`config.mk`:
```
export PLATFORM = sky130hd
export DESIGN_NAME = input_conditioning_top
export DESIGN_NICKNAME = d
export VERILOG_FILES = /design/src/input_pkg.sv /design/src/axis_accumulator.sv /design/src/delta_limiter.sv /design/src/input_conditioning_top.sv /design/src/mouse_packet_decode.sv /design/src/port_router.sv
export SDC_FILE = /design/constraint.sdc
export NUM_CORES = 1
export LEC_CHECK = 0
export ABC_AREA = 1
export BUFFER_PORTS_ARGS = -buffer_cell sky130_fd_sc_hd__buf_2
export CORE_ASPECT_RATIO = 2
export CORE_MARGIN = 3
export CORE_UTILIZATION = 49
export DETAILED_ROUTE_END_ITERATION = 10
export PLACE_DENSITY_LB_ADDON = 0.3
export RECOVER_POWER = 50
export SLEW_MARGIN = 30
export SYNTH_ARGS = -nofsm -noshare
export SYNTH_HDL_FRONTEND = slang
export SYNTH_HIERARCHICAL = 1
export SYNTH_SLANG_ARGS = --single-unit
```
`constraint.sdc`:
```
create_clock -name clk_sys -period 1.8 [get_ports clk_sys]
set_input_delay 0.09 -clock clk_sys [delete_from_list [all_inputs] [get_ports clk_sys]]
set_output_delay 0.09 -clock clk_sys [all_outputs]
set_load 0.01 [all_outputs]
```
`src/input_pkg.sv`:
```
//======================================================================
// Shared types and limits for the mouse and joystick input pipeline
// Imported by every stage, the top level and the testbench
//======================================================================
`default_nettype none

package input_pkg;

	// Digital joystick word width per controller port
	localparam int JOY_BITS = 14;

	// Emulated analog stick range, signed 8-bit
	localparam int AXIS_MIN = -128;
	localparam int AXIS_MAX = 127;

	// Raw PS/2 mouse word, strobe toggles once per packet
	// Flags: bit 0 left, bit 1 right, bit 4 x sign, bit 5 y sign
	typedef struct packed {
		logic       strobe;
		logic [7:0] y_move;
		logic [7:0] x_move;
		logic [7:0] flags;
	} mouse_packet_t;

	// One movement step, valid is a single-cycle pulse
	typedef struct packed {
		logic              valid;
		logic signed [8:0] dx;
		logic signed [8:0] dy;
		logic [1:0]        buttons;
	} mouse_delta_t;

	// Emulated stick position and mouse-in-use flag
	typedef struct packed {
		logic signed [7:0] x;
		logic signed [7:0] y;
		logic              active;
	} axis_pos_t;

	// Analog stick reading, x in the low byte
	typedef struct packed {
		logic [7:0] y;
		logic [7:0] x;
	} analog_stick_t;

	typedef struct packed {
		analog_stick_t        stick;
		logic [JOY_BITS-1:0]  joy;
	} port_out_t;

endpackage

`default_nettype wire

```
`src/axis_accumulator.sv`:
```
//======================================================================
// Stage 3: integrates mouse steps into a saturated stick position.
// A real stick or a CPU halt takes the mouse out of play
//======================================================================
`default_nettype none

module axis_accumulator
	import input_pkg::*;
(
	input  wire logic          clk_sys,
	input  wire logic          areset,
	input  wire mouse_delta_t  delta_i,
	input  wire analog_stick_t stick0_i,
	input  wire logic          cpu_halt_i,
	output axis_pos_t          pos_o,
	output logic [1:0]         buttons_o
);

	logic signed [9:0] sum_x;
	logic signed [9:0] sum_y;
	logic              override;

	function automatic logic signed [7:0] sat_axis(input logic signed [9:0] v);
		logic signed [7:0] result;
		if (v > AXIS_MAX) begin
			result = 8'(AXIS_MAX);
		end else if (v < AXIS_MIN) begin
			result = 8'(AXIS_MIN);
		end else begin
			result = v[7:0];
		end
		return result;
	endfunction

	// Two extra bits cover the largest step in either direction
	assign sum_x = {{2{pos_o.x[7]}}, pos_o.x} + {delta_i.dx[8], delta_i.dx};
	assign sum_y = {{2{pos_o.y[7]}}, pos_o.y} + {delta_i.dy[8], delta_i.dy};

	// Any deflection of the real stick counts as the player using it
	assign override = (stick0_i != '0) || cpu_halt_i;

	//==================================================================
	// Position and active flag
	//==================================================================
	always_ff @(posedge clk_sys) begin
		if (areset) begin
			pos_o <= '0;
		end else if (override) begin
			// Wins over a step arriving on the same cycle
			pos_o <= '0;
		end else if (delta_i.valid) begin
			pos_o.x      <= sat_axis(sum_x);
			pos_o.y      <= sat_axis(sum_y);
			pos_o.active <= 1'b1;
		end
	end

	// Buttons of the most recent step
	always_ff @(posedge clk_sys) begin
		if (delta_i.valid) begin
			buttons_o <= delta_i.buttons;
		end
	end

endmodule

`default_nettype wire

```
`src/delta_limiter.sv`:
```
//======================================================================
// Stage 2: optional Y inversion, then a symmetric clamp of each delta
// to +/- MAX_STEP. Valid and buttons pass through one register
//======================================================================
`default_nettype none

module delta_limiter
	import input_pkg::*;
#(
	parameter int MAX_STEP = 10
) (
	input  wire logic         clk_sys,
	input  wire logic         areset,
	input  wire logic         invert_y_i,
	input  wire mouse_delta_t delta_i,
	output mouse_delta_t      delta_o
);

	logic signed [8:0] dy_dir;

	function automatic logic signed [8:0] clamp_step(input logic signed [8:0] d);
		logic signed [8:0] result;
		if (d > MAX_STEP) begin
			result = 9'(MAX_STEP);
		end else if (d < -MAX_STEP) begin
			result = 9'(-MAX_STEP);
		end else begin
			result = d;
		end
		return result;
	endfunction

	// Halved range is -128..127, so the negation still fits in 9 bits
	assign dy_dir = invert_y_i ? -delta_i.dy : delta_i.dy;

	always_ff @(posedge clk_sys) begin
		if (areset) begin
			delta_o.valid <= 1'b0;
		end else begin
			delta_o.valid <= delta_i.valid;
		end
	end

	always_ff @(posedge clk_sys) begin
		delta_o.dx      <= clamp_step(delta_i.dx);
		delta_o.dy      <= clamp_step(dy_dir);
		delta_o.buttons <= delta_i.buttons;
	end

endmodule

`default_nettype wire

```
`src/input_conditioning_top.sv`:
```
//======================================================================
// Top level of the mouse and joystick conditioning pipeline
// Decode, limit, accumulate and route, one register stage each
//======================================================================
`default_nettype none

module input_conditioning_top
	import input_pkg::*;
#(
	parameter int MAX_STEP = 10
) (
	input  wire logic                clk_sys,
	input  wire logic                areset,
	input  wire mouse_packet_t       mouse_i,
	input  wire analog_stick_t       stick0_i,
	input  wire analog_stick_t       stick1_i,
	input  wire logic [JOY_BITS-1:0] joy0_i,
	input  wire logic [JOY_BITS-1:0] joy1_i,
	input  wire logic                invert_y_i,
	input  wire logic                swap_i,
	input  wire logic                cpu_halt_i,
	output port_out_t                port_a_o,
	output port_out_t                port_b_o
);

	mouse_delta_t raw_delta;
	mouse_delta_t lim_delta;
	axis_pos_t    pos;
	logic [1:0]   buttons;

	mouse_packet_decode u_decode (
		.clk_sys (clk_sys),
		.areset  (areset),
		.mouse_i (mouse_i),
		.delta_o (raw_delta)
	);

	delta_limiter #(
		.MAX_STEP (MAX_STEP)
	) u_limiter (
		.clk_sys    (clk_sys),
		.areset     (areset),
		.invert_y_i (invert_y_i),
		.delta_i    (raw_delta),
		.delta_o    (lim_delta)
	);

	axis_accumulator u_accum (
		.clk_sys    (clk_sys),
		.areset     (areset),
		.delta_i    (lim_delta),
		.stick0_i   (stick0_i),
		.cpu_halt_i (cpu_halt_i),
		.pos_o      (pos),
		.buttons_o  (buttons)
	);

	port_router u_router (
		.clk_sys   (clk_sys),
		.areset    (areset),
		.pos_i     (pos),
		.buttons_i (buttons),
		.stick0_i  (stick0_i),
		.stick1_i  (stick1_i),
		.joy0_i    (joy0_i),
		.joy1_i    (joy1_i),
		.swap_i    (swap_i),
		.port_a_o  (port_a_o),
		.port_b_o  (port_b_o)
	);

endmodule

`default_nettype wire

```
`src/mouse_packet_decode.sv`:
```
//======================================================================
// Stage 1: registers the raw mouse word, spots a strobe toggle and
// emits halved, sign-extended deltas with the button bits
//======================================================================
`default_nettype none

module mouse_packet_decode
	import input_pkg::*;
(
	input  wire logic          clk_sys,
	input  wire logic          areset,
	input  wire mouse_packet_t mouse_i,
	output mouse_delta_t       delta_o
);

	mouse_packet_t     packet_q;
	logic              strobe_prev;
	logic              toggle;
	logic signed [8:0] dx_full;
	logic signed [8:0] dy_full;

	// Input register and strobe history
	// Both keep loading during reset so a held strobe is not a packet
	always_ff @(posedge clk_sys) begin
		packet_q    <= mouse_i;
		strobe_prev <= packet_q.strobe;
	end

	assign toggle = packet_q.strobe != strobe_prev;

	// Sign byte plus movement byte, then halve
	assign dx_full = $signed({packet_q.flags[4], packet_q.x_move}) >>> 1;
	assign dy_full = $signed({packet_q.flags[5], packet_q.y_move}) >>> 1;

	always_ff @(posedge clk_sys) begin
		if (areset) begin
			delta_o.valid <= 1'b0;
		end else begin
			delta_o.valid <= toggle;
		end
	end

	always_ff @(posedge clk_sys) begin
		if (toggle) begin
			delta_o.dx      <= dx_full;
			delta_o.dy      <= dy_full;
			delta_o.buttons <= packet_q.flags[1:0];
		end
	end

endmodule

`default_nettype wire

```
`src/port_router.sv`:
```
//======================================================================
// Stage 4: builds both controller ports. Port A carries the mouse
// while it is active, port B the second stick; swap exchanges them
//======================================================================
`default_nettype none

module port_router
	import input_pkg::*;
(
	input  wire logic                clk_sys,
	input  wire logic                areset,
	input  wire axis_pos_t           pos_i,
	input  wire logic [1:0]          buttons_i,
	input  wire analog_stick_t       stick0_i,
	input  wire analog_stick_t       stick1_i,
	input  wire logic [JOY_BITS-1:0] joy0_i,
	input  wire logic [JOY_BITS-1:0] joy1_i,
	input  wire logic                swap_i,
	output port_out_t                port_a_o,
	output port_out_t                port_b_o
);

	port_out_t mouse_port;
	port_out_t stick_port;

	// First controller, mouse or real stick
	always_comb begin
		mouse_port.joy = joy0_i;
		if (pos_i.active) begin
			mouse_port.stick.x = pos_i.x;
			mouse_port.stick.y = pos_i.y;
			// Right button on bit 8, left on bit 7
			mouse_port.joy[8:7] = buttons_i;
		end else begin
			mouse_port.stick = stick0_i;
		end
	end

	// Second controller passes straight through
	always_comb begin
		stick_port.stick = stick1_i;
		stick_port.joy   = joy1_i;
	end

	//==================================================================
	// Output registers with port swap
	//==================================================================
	always_ff @(posedge clk_sys) begin
		if (areset) begin
			port_a_o <= '0;
			port_b_o <= '0;
		end else if (swap_i) begin
			port_a_o <= stick_port;
			port_b_o <= mouse_port;
		end else begin
			port_a_o <= mouse_port;
			port_b_o <= stick_port;
		end
	end

endmodule

`default_nettype wire
```
==> impl_metrics.tcl <==
set metrics [dict create \
    min_period_ns 1.938 \
    worstSetupStartpoint "u_decode/delta_o[3]" \
    slowest_stage "edfxtp_1" \
    layout_setup_ws_ns -0.1384 \
    grt_pass1_wl_mm 27.26 \
    wire_per_inst_um 13.93 \
    syn_area_sq_mm 0.006416 \
    fmax_mhz 515.9 \
    synth_edf_count 20 \
    pwr-share-comb_pct 15.7 \
    gr-total-overflow 0 \
    synthFlopType "dfxtp_1" \
    leakage_nw 4.643 \
    start_util_pct 50.52 \
    viasPerCell 4.951 \
    yosys_register_bits 139 \
    critical_path_class "reg2reg" \
    cp.required_ns 2.14 \
    sw_frac_of_total_pct 25.60 \
    worst-r2r-setup-slack_ns -0.14 \
    hold_viol 0 \
    slew_violations 0 \
    rsz0062_at_grt "yes" \
    track_usage_pct 23.71 \
    drc 0 \
    setup.worst_path.end_class "register" \
    hpwl_mm 11.46 \
    reg2reg_from "u_decode/delta_o[3]" \
    netSwitchingPower_mw 2.102 \
    crit_fanout 5 \
    pwr-share-seq_pct 41.8 \
    ys.warnings.count 6 \
    relSlewSlack_pct 15.85 \
    place.gp.congestion 0.9724 \
    cap_violations 0 \
    ys_types 40 \
    worst_slew_pin_slew_ns 1.262 \
    drtPass1Iterations 5 \
    clk_path_buf_depth 2 \
    fin_nets 1228 \
    antenna_left 0 \
    seq_area_frac_synth_pct 46.49 \
    clockRootBuffer "clkbuf_16" \
    finalSetupViolCount 15 \
    antenna-diode-count 0 \
    cp-start-kind "register" \
    routed_wl_mm 17.78 \
    totalPowerFinal_mw 8.213 \
    vias 6318 \
    drt_iter0_markers 250 \
    drive_gt1_share_pct 29.93 \
    dieArea_sq_mm 0.01459 \
    cp_cell_sequence "inv_2 -> ha_4 -> nand2_2 -> o21ai_2 -> inv_2 -> nor2_2 -> o21ai_1 -> nor2_1 -> nand4_1 -> ha_4 -> inv_4 -> a22oi_2" \
    insertion_delay_ns 0.41 \
    clock_skew_ns 0.009397 \
    cts.clk_slew.worst_paths_ns 0.06 \
    async_flop_share_pct 0 \
    hold_class "in2reg" \
    ir_worst_vdd_mv 0.8436 \
    grt_antenna_before_repair 0 \
    status "finished with violations" \
    die_h_um 167.8 \
    cts_num_sinks 139 \
    slowest_delay_ns 0.39 \
    grt_pass1_vias 6263 \
    syn2layout_area_growth_pct 44.60 \
    synth_nets 957 \
    violations "setup timing" \
    ios 150 \
    placementRows 58 \
    dieWidth_um 86.92 \
    worstHoldStart "stick0_i[12]" \
    netlist_instances 843 \
    cts_tree "built" \
    worstPathArrival_ns 2.27 \
    intPower_mw 6.111 \
    grt_max_degree 63 \
    io_buffers 143 \
    cts_buffers 17 \
    finalCritPeriodShare_pct 107.7 \
    synth_area_per_cell_sq_um 7.611 \
    core_area_sq_mm 0.01270 \
    dp_slack_ns -0.2226 \
    power.density_mw_per_mm2 885.3 \
    pwr-share-clk_pct 42.5 \
    htree_levels 4 \
    fillCellCount 933 \
]
## synthesized netlist by cell type (6+ instances only)
master,n,share of area [%]
nand2_1,245,14
dfxtp_1,119,37
inv_1,109,6.4
nor2_1,68,4.0
a21oi_1,67,5.2
nand3_1,57,4.4
ha_1,22,4.3
edfxtp_1,20,9.4
nand2_2,18,1.8
nor2_2,11,1.1
o21ai_1,11,0.86
buf_4,10,1.2
buf_2,9,0.70
a21oi_2,7,0.96
nand3_2,7,1.1
nand4_1,6,0.59
o21ai_0,6,0.47
## registers in the layout, indices dropped and copies added (netlist names)
register	cells
u_decode/packet_q	3
u_router/port_a_o	30
u_decode/delta_o	19
u_decode/strobe_prev	1
u_router/port_b_o	30
u_decode/dy_full	8
u_limiter/delta_o	21
u_accum/pos_o	17
u_decode/dx_full	8
u_accum/buttons_o	2
## repair_timing
action | in CTS | in global routing
gates resized for setup | 20 | 72
setup endpoints to repair | 22 | 25
cloned | 0 | 0
buffers inserted | 2 | 4
endpoints found under the hold margin | 64 | 0
pin swaps | 7 | 39
hold buffers | 75 | 0
## per-stage QoR
stage | instance area [sq um] | std cells | utilization, % | hold WS, ns | setup TNS, ns
final | 9278 | 1276 | 73.05 | 0.01146 | -1.645
after global routing | 9278 | 1276 | 73.05 | 0.01465 | -3.550
after CTS | 8987 | 1272 | 70.77 | 0.00005204 | -1.014
after detailed placement | 7548 | 1164 | 59.44 | 0.1936 | -2.374
after global placement | 7548 | 1164 | 59.44 | 0.1919 | -1.503
after floorplan | 6416 | 843 | - | 0.1177 | 0
## cell families after synthesis
kind of cell / Yosys count / synth area share [%]
compound gates: 97 / 8.327
buf+inv: 144 / 9.847
flops: 139 / 46.49
simple gates: 431 / 29.33
xor+xnor: 8 / 1.092
fa+ha+maj: 24 / 4.914
## final timing paths
| path | endpoint | cells past startpoint |
|---|---|---|
| worst min register to register | u_limiter/delta_o[0] | 0 |
| worst min-delay path | u_router/port_b_o[26] | 5 |
| worst max-delay path | u_limiter/delta_o[4] | 12 |
| worst max register to register | u_limiter/delta_o[4] | 12 |
## per-layer routing
metal  up-vias  wire (um)  global-route usage (%)
li1       3184          -                       -
met1      2834       5951                   21.43
met2       244       9996                   46.57
met3        56       1072                   4.750
met4         0        759                   12.48
met5         -          0                       0
## placed cells by master, fill, tap and decap left out, types with 18 or more instances in the layout
cell type      netlist  layout
inv_1              109     104
buf_4               10      60
dlygate4sd3_1        0      75
edfxtp_1            20      20
buf_2                9     109
dfxtp_1            119     109
a21oi_1             67      59
nor2_1              68      65
clkbuf_1             4      35
clkbuf_16            0      18
nand2_2             18      42
nand2_1            245     219
nand3_1             57      53
## power by group through the flow
stage	Sequential, mW	Combinational [mW]	Clock, mW
final	3.44	1.29	3.49
after detailed placement	3.48	1.02	0
after global routing	3.45	1.42	3.69
after CTS	3.41	1.19	3.54
after global placement	3.48	1.00	0
after floorplan	3.52	0.583	0
## final cells by class
cell class / count / area (sq um) / share of cell area [%]
clock buffer: 19 / 464.2 / 5.003
clock inverter: 12 / 130.1 / 1.403
inverter: 116 / 442.9 / 4.774
multi-input combinational: 560 / 3174 / 34.21
sequential: 139 / 2995 / 32.29
tap: 150 / 187.7 / 2.023
timing repair buffer: 280 / 1883 / 20.30
## worst max-delay path: cells and delay by family, from the launching register on
kind / cells / cell delay (ns)
adder cells (fa/ha/maj): 2 / 0.62
flip-flops: 1 / 0.39
AND/OR/NAND/NOR: 4 / 0.37
AO/OA/AOI/OAI: 3 / 0.29
buffers and inverters: 3 / 0.18
Power figures use the tool's default switching activity.
